**src/state_lsu_pkg.sv**
```systemverilog
package state_lsu_pkg;

    // Channel geometry of the memory port
    localparam int ADDR_W = 32;
    localparam int ID_W   = 4;
    localparam int DATA_W = 64;
    localparam int STRB_W = 8;
    localparam int WORD_W = 32;

    typedef logic [WORD_W-1:0] word_t;

    typedef struct packed {
        logic [ID_W-1:0]   id;
        logic [ADDR_W-1:0] addr;
    } a_item_t;

    typedef struct packed {
        logic              last;
        logic [STRB_W-1:0] strb;
        logic [DATA_W-1:0] data;
    } w_item_t;

    // Stream words needed per queue item, rounded up
    localparam int A_ITEM_WORDS = ($bits(a_item_t) + WORD_W - 1) / WORD_W;
    localparam int W_ITEM_WORDS = ($bits(w_item_t) + WORD_W - 1) / WORD_W;

    typedef enum logic [3:0] {
        OP_FINISH = 4'b0000,
        OP_MUL    = 4'b0010,
        OP_ROUTE  = 4'b0100,
        OP_LOAD   = 4'b0101,
        OP_BURST  = 4'b1101
    } op_t;

    typedef enum logic [3:0] {
        ROUTE_A   = 4'b0000,
        ROUTE_W   = 4'b0001,
        ROUTE_CNT = 4'b1000
    } route_t;

    typedef enum logic [3:0] {
        SIZE_1   = 4'b0000,
        SIZE_CNT = 4'b0001
    } size_t;

    // Operand field, meaning depends on the opcode
    typedef union packed {
        route_t     route;
        size_t      size;
        logic [3:0] factor;
    } arg_u;

    typedef struct packed {
        op_t  op;
        arg_u arg;
    } instr_t;

    typedef logic [4:0] pc_t;

    typedef struct packed {
        route_t route;
        word_t  len;
    } burst_cmd_t;

endpackage

```
**src/lsu_microcode_rom.sv**
```systemverilog
`timescale 1ns/1ns

module lsu_microcode_rom import state_lsu_pkg::*; (
    input  pc_t    pc,
    output instr_t instr
);

    function automatic instr_t mk(op_t op, logic [3:0] arg);
        instr_t i;
        i.op         = op;
        i.arg.factor = arg;
        return i;
    endfunction

    always_comb begin
        case (pc)
            // A channel
            5'h00: instr = mk(OP_LOAD,  ROUTE_A);
            5'h01: instr = mk(OP_ROUTE, ROUTE_CNT);
            5'h02: instr = mk(OP_BURST, SIZE_1);
            5'h03: instr = mk(OP_MUL,   4'(A_ITEM_WORDS));
            5'h04: instr = mk(OP_ROUTE, ROUTE_A);
            5'h05: instr = mk(OP_BURST, SIZE_CNT);

            // W channel
            5'h06: instr = mk(OP_LOAD,  ROUTE_W);
            5'h07: instr = mk(OP_ROUTE, ROUTE_CNT);
            5'h08: instr = mk(OP_BURST, SIZE_1);
            5'h09: instr = mk(OP_MUL,   4'(W_ITEM_WORDS));
            5'h0a: instr = mk(OP_ROUTE, ROUTE_W);
            5'h0b: instr = mk(OP_BURST, SIZE_CNT);

            5'h0c: instr = mk(OP_FINISH, 4'b0000);

            // Unused space ends the procedure
            default: instr = mk(OP_FINISH, 4'b0000);
        endcase
    end

endmodule

```
**src/lsu_sequencer.sv**
```systemverilog
`timescale 1ns/1ns

module lsu_sequencer import state_lsu_pkg::*; #(
    parameter int COUNT_WIDTH = 16
) (
    input  logic                   clk,
    input  logic                   rst,
    input  logic                   save,
    input  logic [COUNT_WIDTH-1:0] a_cnt,
    input  logic [COUNT_WIDTH-1:0] w_cnt,
    input  instr_t                 instr,
    input  logic                   burst_done,
    output pc_t                    pc,
    output logic                   burst_start,
    output burst_cmd_t             burst_cmd,
    output word_t                  cnt_word,
    output logic                   complete,
    output logic                   busy
);

    // Headroom for the largest 4-bit MUL factor
    localparam int CNT_W = COUNT_WIDTH + 4;

    typedef enum logic [2:0] {
        IDLE,
        FETCH,
        DECODE,
        BURST_CMD,
        BURST_WAIT
    } state_t;

    state_t           state;
    state_t           state_next;
    instr_t           ins;
    logic [CNT_W-1:0] cnt;
    route_t           route;

    always_comb begin
        state_next = state;
        case (state)
            IDLE: begin
                if (save) begin
                    state_next = FETCH;
                end
            end
            FETCH: begin
                state_next = DECODE;
            end
            DECODE: begin
                case (ins.op)
                    OP_MUL, OP_ROUTE, OP_LOAD: state_next = FETCH;
                    OP_BURST:                  state_next = BURST_CMD;
                    default:                   state_next = IDLE;
                endcase
            end
            BURST_CMD: begin
                state_next = BURST_WAIT;
            end
            BURST_WAIT: begin
                if (burst_done) begin
                    state_next = FETCH;
                end
            end
            default: begin
                state_next = IDLE;
            end
        endcase
    end

    always_ff @(posedge clk) begin
        if (rst) begin
            state <= IDLE;
            pc    <= '0;
            ins   <= '0;
        end else begin
            state <= state_next;
            if (state == IDLE) begin
                pc <= '0;
            end else if (state == FETCH) begin
                ins <= instr;
                pc  <= pc + pc_t'(1);
            end
        end
    end

    // Count and route registers, updated while decoding
    always_ff @(posedge clk) begin
        if (rst) begin
            cnt   <= '0;
            route <= ROUTE_CNT;
        end else if (state == DECODE) begin
            case (ins.op)
                OP_LOAD: begin
                    if (ins.arg.route == ROUTE_W) begin
                        cnt <= {4'd0, w_cnt};
                    end else begin
                        cnt <= {4'd0, a_cnt};
                    end
                end
                OP_MUL:   cnt   <= cnt * CNT_W'(ins.arg.factor);
                OP_ROUTE: route <= ins.arg.route;
                default:  ;
            endcase
        end
    end

    assign cnt_word = word_t'(cnt);

    always_comb begin
        burst_cmd.route = route;
        burst_cmd.len   = (ins.arg.size == SIZE_CNT) ? cnt_word : word_t'(1);
    end

    assign burst_start = state == BURST_CMD;
    assign complete    = state == DECODE && ins.op == OP_FINISH;
    assign busy        = state != IDLE;

endmodule

```
**src/channel_encoder.sv**
```systemverilog
`timescale 1ns/1ns

module channel_encoder import state_lsu_pkg::*; #(
    parameter int ITEM_WORDS = 2
) (
    input  logic                         clk,
    input  logic                         rst,
    input  logic                         sel,
    input  logic                         item_valid,
    input  logic [ITEM_WORDS*WORD_W-1:0] item,
    output logic                         item_ready,
    output logic                         word_valid,
    output word_t                        word,
    input  logic                         word_ready
);

    localparam int IDX_W = $clog2(ITEM_WORDS + 1);

    logic                         full;
    logic [IDX_W-1:0]             left;
    logic [ITEM_WORDS*WORD_W-1:0] shift;

    // Queue only moves while routed, empty and not stalled downstream
    assign item_ready = sel && !full && word_ready;

    assign word_valid = full;
    assign word       = shift[WORD_W-1:0];

    always_ff @(posedge clk) begin
        if (rst) begin
            full <= 1'b0;
            left <= '0;
        end else if (item_valid && item_ready) begin
            full <= 1'b1;
            left <= IDX_W'(ITEM_WORDS - 1);
        end else if (word_valid && word_ready) begin
            if (left == '0) begin
                full <= 1'b0;
            end else begin
                left <= left - IDX_W'(1);
            end
        end
    end

    // Lowest word goes out first
    always_ff @(posedge clk) begin
        if (item_valid && item_ready) begin
            shift <= item;
        end else if (word_valid && word_ready) begin
            shift <= shift >> WORD_W;
        end
    end

endmodule

```
**src/save_burst_mux.sv**
```systemverilog
`timescale 1ns/1ns

module save_burst_mux import state_lsu_pkg::*; #(
    parameter int COUNT_WIDTH = 16
) (
    input  logic       clk,
    input  logic       rst,
    input  logic       burst_start,
    input  burst_cmd_t burst_cmd,
    input  word_t      cnt_word,
    output logic       a_sel,
    input  logic       a_valid,
    output logic       a_ready,
    input  word_t      a_word,
    output logic       w_sel,
    input  logic       w_valid,
    output logic       w_ready,
    input  word_t      w_word,
    output logic       out_valid,
    input  logic       out_ready,
    output word_t      out_data,
    output logic       burst_done
);

    // Wide enough for a count times the largest item factor
    localparam int LEN_W = COUNT_WIDTH + 4;

    logic             active;
    route_t           route;
    logic [LEN_W-1:0] remaining;
    logic             pending;

    assign pending    = active && remaining != '0;
    assign burst_done = active && remaining == '0;

    assign a_sel   = pending && route == ROUTE_A;
    assign w_sel   = pending && route == ROUTE_W;
    assign a_ready = a_sel && out_ready;
    assign w_ready = w_sel && out_ready;

    always_comb begin
        case (route)
            ROUTE_A:   {out_valid, out_data} = {a_sel && a_valid, a_word};
            ROUTE_W:   {out_valid, out_data} = {w_sel && w_valid, w_word};
            ROUTE_CNT: {out_valid, out_data} = {pending, cnt_word};
            default:   {out_valid, out_data} = {1'b0, word_t'(0)};
        endcase
    end

    always_ff @(posedge clk) begin
        if (rst) begin
            active    <= 1'b0;
            route     <= ROUTE_CNT;
            remaining <= '0;
        end else if (burst_start) begin
            active    <= 1'b1;
            route     <= burst_cmd.route;
            remaining <= burst_cmd.len[LEN_W-1:0];
        end else if (burst_done) begin
            active <= 1'b0;
        end else if (out_valid && out_ready) begin
            remaining <= remaining - LEN_W'(1);
        end
    end

endmodule

```
**src/state_lsu_top.sv**
```systemverilog
`timescale 1ns/1ns

module state_lsu_top import state_lsu_pkg::*; #(
    parameter int COUNT_WIDTH = 16
) (
    input  logic                   clk,
    input  logic                   rst,
    input  logic                   save,
    input  logic                   fifo_a_valid,
    output logic                   fifo_a_ready,
    input  a_item_t                fifo_a_item,
    input  logic                   fifo_w_valid,
    output logic                   fifo_w_ready,
    input  w_item_t                fifo_w_item,
    input  logic [COUNT_WIDTH-1:0] a_cnt,
    input  logic [COUNT_WIDTH-1:0] w_cnt,
    output logic                   out_valid,
    input  logic                   out_ready,
    output word_t                  out_data,
    output logic                   complete,
    output logic                   busy
);

    pc_t        pc;
    instr_t     instr;
    logic       burst_start;
    logic       burst_done;
    burst_cmd_t burst_cmd;
    word_t      cnt_word;
    logic       a_sel;
    logic       a_valid;
    logic       a_ready;
    word_t      a_word;
    logic       w_sel;
    logic       w_valid;
    logic       w_ready;
    word_t      w_word;

    lsu_microcode_rom rom_i (
        .pc    (pc),
        .instr (instr)
    );

    lsu_sequencer #(
        .COUNT_WIDTH (COUNT_WIDTH)
    ) seq_i (
        .clk         (clk),
        .rst         (rst),
        .save        (save),
        .a_cnt       (a_cnt),
        .w_cnt       (w_cnt),
        .instr       (instr),
        .burst_done  (burst_done),
        .pc          (pc),
        .burst_start (burst_start),
        .burst_cmd   (burst_cmd),
        .cnt_word    (cnt_word),
        .complete    (complete),
        .busy        (busy)
    );

    save_burst_mux #(
        .COUNT_WIDTH (COUNT_WIDTH)
    ) mux_i (
        .clk         (clk),
        .rst         (rst),
        .burst_start (burst_start),
        .burst_cmd   (burst_cmd),
        .cnt_word    (cnt_word),
        .a_sel       (a_sel),
        .a_valid     (a_valid),
        .a_ready     (a_ready),
        .a_word      (a_word),
        .w_sel       (w_sel),
        .w_valid     (w_valid),
        .w_ready     (w_ready),
        .w_word      (w_word),
        .out_valid   (out_valid),
        .out_ready   (out_ready),
        .out_data    (out_data),
        .burst_done  (burst_done)
    );

    // Items are zero-extended to a whole number of words
    channel_encoder #(
        .ITEM_WORDS (A_ITEM_WORDS)
    ) enc_a (
        .clk        (clk),
        .rst        (rst),
        .sel        (a_sel),
        .item_valid (fifo_a_valid),
        .item       ((A_ITEM_WORDS*WORD_W)'(fifo_a_item)),
        .item_ready (fifo_a_ready),
        .word_valid (a_valid),
        .word       (a_word),
        .word_ready (a_ready)
    );

    channel_encoder #(
        .ITEM_WORDS (W_ITEM_WORDS)
    ) enc_w (
        .clk        (clk),
        .rst        (rst),
        .sel        (w_sel),
        .item_valid (fifo_w_valid),
        .item       ((W_ITEM_WORDS*WORD_W)'(fifo_w_item)),
        .item_ready (fifo_w_ready),
        .word_valid (w_valid),
        .word       (w_word),
        .word_ready (w_ready)
    );

endmodule

```
**config.mk**
```make
export PLATFORM = sky130hd
export DESIGN_NAME = state_lsu_top
export DESIGN_NICKNAME = d
export VERILOG_FILES = /design/src/state_lsu_pkg.sv /design/src/lsu_microcode_rom.sv /design/src/lsu_sequencer.sv /design/src/channel_encoder.sv /design/src/save_burst_mux.sv /design/src/state_lsu_top.sv
export SDC_FILE = /design/constraint.sdc
export NUM_CORES = 1
export LEC_CHECK = 0
export BUFFER_PORTS_ARGS = -buffer_cell sky130_fd_sc_hd__buf_2
export CAP_MARGIN = 5
export CORE_AREA = 3 3 132 198
export CTS_CLUSTER_DIAMETER = 200
export CTS_CLUSTER_SIZE = 16
export DETAILED_ROUTE_END_ITERATION = 6
export DIE_AREA = 0 0 135 201
export GPL_ROUTABILITY_DRIVEN = 0
export PLACE_DENSITY = 0.73
export SLEW_MARGIN = 0
export SYNTH_ARGS = -nofsm -noshare
export SYNTH_HDL_FRONTEND = slang
export SYNTH_SLANG_ARGS = --single-unit
export TNS_END_PERCENT = 30
```
**constraint.sdc**
```tcl
create_clock -name clk -period 12.7 [get_ports clk]
set_input_delay 2.54 -clock clk [delete_from_list [all_inputs] [get_ports clk]]
set_output_delay 2.54 -clock clk [all_outputs]
set_load 0.01 [all_outputs]
```
# Word level (Yosys, flattened, before mapping)
# Memories as Yosys holds them, arrays and structs flattened. A register that Yosys moved wholly into a read port is not among the register bits.
# Cells that the tools add are included.
[op_classes] eq_ne=16 n_mux=33 n_reduce_logical=50 n_bitwise=3 n_mul=1 add_sub_neg=4
[ops] cell="73-bit 2-to-1 mux" n=2
[ops] cell="32-bit one-hot mux with 3 select lines" n=1
[ops] cell="20-bit 2-to-1 mux" n=4
[ops] cell="36-bit 2-to-1 mux" n=2
[ops] cell="20-bit one-hot mux with 2 select lines" n=1
[ops] cell="2-bit AND reduction" n=11
[ops] cell="20-bit zero test" n=1
[ops] cell="20-bit by 4-bit multiplier with 20-bit output" n=1
[ops] cell="20-bit nonzero test" n=1
[ops] cell="20-bit by 1-bit subtractor with 20-bit output, second input constant" n=1
[ops] cell="1-bit logical AND" n=18
[ops] cell="16-bit 2-to-1 mux" n=1
[ops] cell="3-bit one-hot mux with 5 select lines" n=1
[ops] cell="2-bit nonzero test" n=7
[ops] cell="1-bit 2-to-1 mux" n=11
[ops] cell="2-bit != test, second input constant" n=5
[ops] cell="4-bit by 1-bit == test with 1-bit output, second input constant" n=2
[ops] cell="4-bit by 3-bit == test with 1-bit output, second input constant" n=2
[ops] cell="4-bit == test, second input constant" n=2
[ops] cell="4-bit zero test" n=2
[ops] cell="4-bit 2-to-1 mux" n=2
[ops] cell="8-bit 2-to-1 mux" n=1
[ops] cell="3-bit by 2-bit == test with 1-bit output, second input constant" n=2
[ops] cell="2-bit 2-to-1 mux" n=3
[ops] cell="other kinds (15)" n=23
[totals] reg_bits=180 in_bits=147 rom_bits=112 memories=1 out_inout_bits=37
[mem_list] name="(no name shown)" words=16 word_bits=7 read_ports=1 rd_clocked_by_memory_dff=1 write_ports=0 line="lsu_microcode_rom.sv:16" source="case (pc)"

# Logic depth before layout (Yosys ltp)
[depth] word_depth=9 mapped_depth=14 ltp_nobuf=12

# Hierarchy
# From an unflattened synthesis, not the netlist that was laid out.
[unflattened] hier_cells=1282 hier_area_um2=14282.4
[modules_own_cells] mod="channel_encoder (enc_w)" area_each_um2=4596.9 instances=1 cells_each=252 seq_area_each_um2=2942.8
[modules_own_cells] mod="lsu_sequencer" area_each_um2=4408.0 instances=1 cells_each=562 seq_area_each_um2=800.8
[modules_own_cells] mod="channel_encoder (enc_a)" area_each_um2=3059.2 instances=1 cells_each=189 seq_area_each_um2=1981.9
[modules_own_cells] mod="save_burst_mux" area_each_um2=1969.4 instances=1 cells_each=246 seq_area_each_um2=500.5
[modules_own_cells] mod="lsu_microcode_rom" area_each_um2=245.2 instances=1 cells_each=32 seq_area_each_um2=0.0
[modules_own_cells] mod="state_lsu_top" area_each_um2=3.8 instances=1 cells_each=1 seq_area_each_um2=0.0

# Worst setup path after synthesis
# OpenSTA, ideal clock, no wires.
[synth_timing] path_kind="input port to flip-flop" start="input port out_ready" end="register enc_w.shift[0], enable pin" t_required_ns=12.195 path_stages=3 arrival_ns=6.041 setup_slack_ns=6.154 cell_sequence="and2_2 nand4_1 nor2_1"
[synth_between] elab_chain_cells=4 elab_cells_between_ends=5
[synth_lines] item="start, declared" line="state_lsu_top.sv:18" source="input logic out_ready,"
[synth_lines] item="1-bit logical AND *" line="save_burst_mux.sv:39" source="assign w_ready = w_sel && out_ready;"
[synth_lines] item="1-bit logical AND" line="channel_encoder.sv:24" source="assign item_ready = sel && !full && word_ready;"
[synth_lines] item="1-bit logical AND" line="channel_encoder.sv:47" source="if (item_valid && item_ready) begin"
[synth_lines] item="2-bit nonzero test (no line) *"
[synth_lines] item="end signal, assigned" line="channel_encoder.sv:48" source="shift <= item;"
[synth_lines] item="end signal, assigned" line="channel_encoder.sv:50" source="shift <= shift >> WORD_W;"
[synth_lines] item="end, declared" line="channel_encoder.sv:21" source="logic [ITEM_WORDS*WORD_W-1:0] shift;"
# Mark *: on every way between the ends. The rest lies on a longest branch, timed or not.
# A chain may end at the register's enable or synchronous reset.

# Worst setup path in the final report
[layout_timing] start="input port out_ready" end="output port fifo_w_ready"
[layout_between] elab_chain_cells=2
[layout_lines] item="1-bit logical AND" line="save_burst_mux.sv:39"
[layout_lines] item="1-bit logical AND" line="channel_encoder.sv:24"
[layout_lines] item="end, declared" line="state_lsu_top.sv:13" source="output logic fifo_w_ready,"
# No other way between the ends.

==> summary.md <==
| Metric | Value |
|---|---|
| Clk sinks | `approximately 180` |
| Cts hold-fix bufs | `0` |
| Initial antenna violation count | `0` |
| Final period util | `0.4722` |
| Slew @ Worst Pin | `~1.1 ns` |
| Most frequent cells in the layout | `buf_2, edfxtp_1, nor2_1, and2_1, a21oi_1` |
| RSZ-0062 raised after global routing | `no` |
| H-tree levels | `4` |
| Leakage power | `between 5 and 6 nW` |
| Synth Area in XOR/XNOR | `0.01825` |
| DRC viols | `0` |
| Vias | `approximately 8400` |
| Crit path arrival time | `3.46 ns` |
| Initial Util | `0.4518` |
| Layout cells sized above 1 | `0.2399` |
| Main flop type after synthesis | `edfxtp_1` |
| Worst min-delay path category | `reg2reg` |
| IO Count | `roughly 180` |
| Post-synthesis mux area share | `0.1102` |
| CP dominant cell by count | `buf_2` |
| Die height | `approximately 200 um` |
| Count of pins over their slew limit | `0` |
| DP HPWL | `19220 um` |
| TNS Setup | `0 ns` |
| Root Buffer | `clkbuf_16` |
| Core box area | `around 0.024 mm2` |
| EDFF count, synth | `109` |
| Port Buf Inserts | `183` |
| Drt first pass iters | `5` |
| Largest family of logic cells by synthesized area | `simple AND/OR/NAND/NOR gates` |
| Cell variety after synth | `81` |
| CP Cell Sequence | `buf_2 > and2_2 > nand4_1 > nor2_1 > buf_2` |
| Nets@finish | `1454` |
| Worst-path clk slew | `roughly 0.070 ns` |
| Crit path kind | `in2out` |
| Diodes inserted | `0` |
| Final setup vio count | `0` |
| Commonest non-fill, non-tap cell in the layout | `buf_2` |
| P per Cell Area | `between 90 and 100 mW/mm2` |
| Clk_lat worst skew | `around 0.43 ns` |
| Setup crit end kind | `output port` |
| Hold_ws | `between 0.4 and 0.5 ns` |
| Final hold vios | `0` |
| Crit path launch | `out_ready` |
| Slew margin rel. | `0.2581` |
| Simple-gate area share of the yosys netlist | `0.2007` |
| Post-Syn Instances | `around 1100` |
| Post-CTS Setup Bufs | `0` |
| CTS Buffer Depth | `2` |
| Mean Syn Cell Area | `approximately 10 um2` |
| Die W | `about 140 um` |
| Total CTS buffers | `17` |
| #FFs+latches synth | `roughly 180` |
| Drt initial violations | `approximately 450` |
| CTS resizes | `0` |
| Final wirelength | `approximately 26000 um` |
| Worst path max stage delay | `between 0.3 and 0.4 ns` |
| Post-Syn Nets | `1296` |
| CP top delay family | `simple AND/OR/NAND/NOR gates` |
| Outcome | `finished, final reports clean` |
| Global route overflow | `0` |
| Combined global-route utilization of all metal layers | `0.1964` |
| Layout area overhead | `15.33%` |
| Setup Skew | `0.01174 ns` |
| CP required | `10.16 ns` |
| Warnings, synthesis | `0` |
| Fmax | `0.1668 GHz` |
| Post-route minimum period | `5.997 ns` |
| Largest net degree at the start of global routing | `74` |
| Complex-gate fraction of the synthesized area | `0.1069` |
| Hold_sp | `seq_i.route[0]` |
| DIE AREA | `approximately 0.027 mm2` |
| Synth async-reset ratio | `0` |
| Synthesized area | `0.01104 mm2` |
| Routed Antenna Nets | `0` |
| Slowest CP cell | `nand4_1` |
| Crit-path max FO | `6` |
| TritonCTS clock tree | `built` |
| Worst vdd ir | `0.1070 mV` |
| DR WL/cell | `16.70 um` |
| Vias per cell | `5.308` |
| Post-synthesis sequential area ratio | `0.4288` |
| CP bufs+invs | `2` |
| Worst r2r src | `seq_i.ins[5]` |
| First-pass GRT wire length | `between 40000 and 50000 um` |
| Number of global-route vias before repair | `8543` |
| Startpoint Class | `primary input` |
| Max cap viols | `0` |
| Adder-Cell Fraction of Synth Area | `0.08001` |
| FP Rows | `70` |
==> cell usage after synthesis, types with 4 or more instances <==
library cell  instances  area share
a21o_1                8      0.0054
fa_1                 16       0.029
ha_1                 45       0.051
o21ai_0              18      0.0082
o21a_1                7      0.0048
o211ai_1              4      0.0027
clkbuf_1             36       0.012
nor3_1               24       0.011
a211oi_1             13      0.0088
mux2_2                4      0.0041
nand4_1               7      0.0040
and3_1                6      0.0034
nand2b_1              7      0.0040
xor2_1               10      0.0079
edfxtp_1            109        0.30
nand2_1              75       0.025
o21bai_1              4      0.0027
nor3b_1               4      0.0027
mux2i_1              51       0.046
xnor2_1              13       0.010
nand3b_1             10      0.0068
dfxtp_1              73        0.13
a21oi_1              85       0.039
nor4_1                4      0.0023
buf_6                 5      0.0051
mux2_4               44       0.060
nor2_1              106       0.036
o31ai_1               7      0.0048
nor2b_1               6      0.0034
and2_1              104       0.059
inv_1                74       0.025
buf_12                4      0.0073
buf_2                 6      0.0027
a22o_1                8      0.0063
or3_1                 6      0.0034
nand3_1              15      0.0068
==> sequential cells by signal, indices dropped and copies added, names as in the netlist, named ones only <==
signal,count
enc_w.word_valid,1
mux_i.route,3
enc_w.left,2
enc_a.left,2
mux_i.remaining,20
seq_i.ins,6
enc_a.shift,36
seq_i.state,3
seq_i.cnt,20
enc_a.word_valid,1
mux_i.active,1
seq_i.route,3
seq_i.pc,5
enc_w.shift,73
==> final cells by class <==
cell class	instances	area, um2
Fill cell	2163	11700
Multi-Input combinational cell	777	5723
Sequential cell	182	4736
Timing Repair Buffer	194	998.5
Clock buffer	17	425.4
Tap cell	324	405.4
Inverter	74	277.8
Clock inverter	15	167.7
==> cell families (layout without fill, tap and decap cells) <==
group           Yosys count  count (layout)
compound gates          185             185
xor+xnor                 23              23
fa+ha+maj                61              61
buf+inv                 129             300
flops                   182             182
mux                      99              99
simple gates            409             409
==> final timing paths <==
check                           slack (ns)  cells past startpoint              to
worst min-delay path                  0.45                      2  mux_i.route[0]
worst max-delay path                  6.70                      5    fifo_w_ready
worst max register to register        8.70                     10   seq_i.cnt[18]
worst min register to register        0.45                      2  mux_i.route[0]
==> where the power goes <==
group	internal, mW	total [mW]	switching [mW]	leakage, nW
Sequential	0.621	0.624	0.00374	1.66
Combinational	0.0297	0.0607	0.0310	3.50
Clock	0.295	0.534	0.239	0.286
Total	0.945	1.22	0.274	5.45
==> routing by layer <==
metal / vias up / share of wire / GRT usage
met5: - / 0 / 0
met4: 0 / 0.027 / 0.07133
met3: 45 / 0.055 / 0.04263
met2: 226 / 0.52 / 0.3511
met1: 4002 / 0.39 / 0.2288
li1: 4130 / - / -
==> through the flow <==
| stage | worst slack (ns) | instance area (um2) | util | std cells | total power [mW] |
|---|---|---|---|---|---|
| 3_5_place_dp | 6.707 | 12140 | 0.4968 | 1551 | 0.6981 |
| 3_3_place_gp | 6.757 | 12140 | 0.4968 | 1551 | 0.6970 |
| 2_1_floorplan | 6.154 | 11040 | - | 1088 | 0.6660 |
| 4_1_cts | 6.692 | 12730 | 0.5211 | 1583 | 1.227 |
| 6_report | 6.703 | 12730 | 0.5211 | 1583 | 1.219 |
| 5_1_grt | 6.571 | 12730 | 0.5211 | 1583 | 1.256 |
==> worst register-to-register path, stage by stage (launching register included) <==
cell      delay (ns)
dfxtp_1         0.90
and2_1          0.25
ha_1            0.25
fa_1            0.49
ha_1            0.36
nor2b_1         0.17
o31a_1          0.28
o31ai_1         0.51
a211oi_1        0.22
o21a_1          0.23
o31ai_1         0.23
Power figures use the tool's default switching activity.
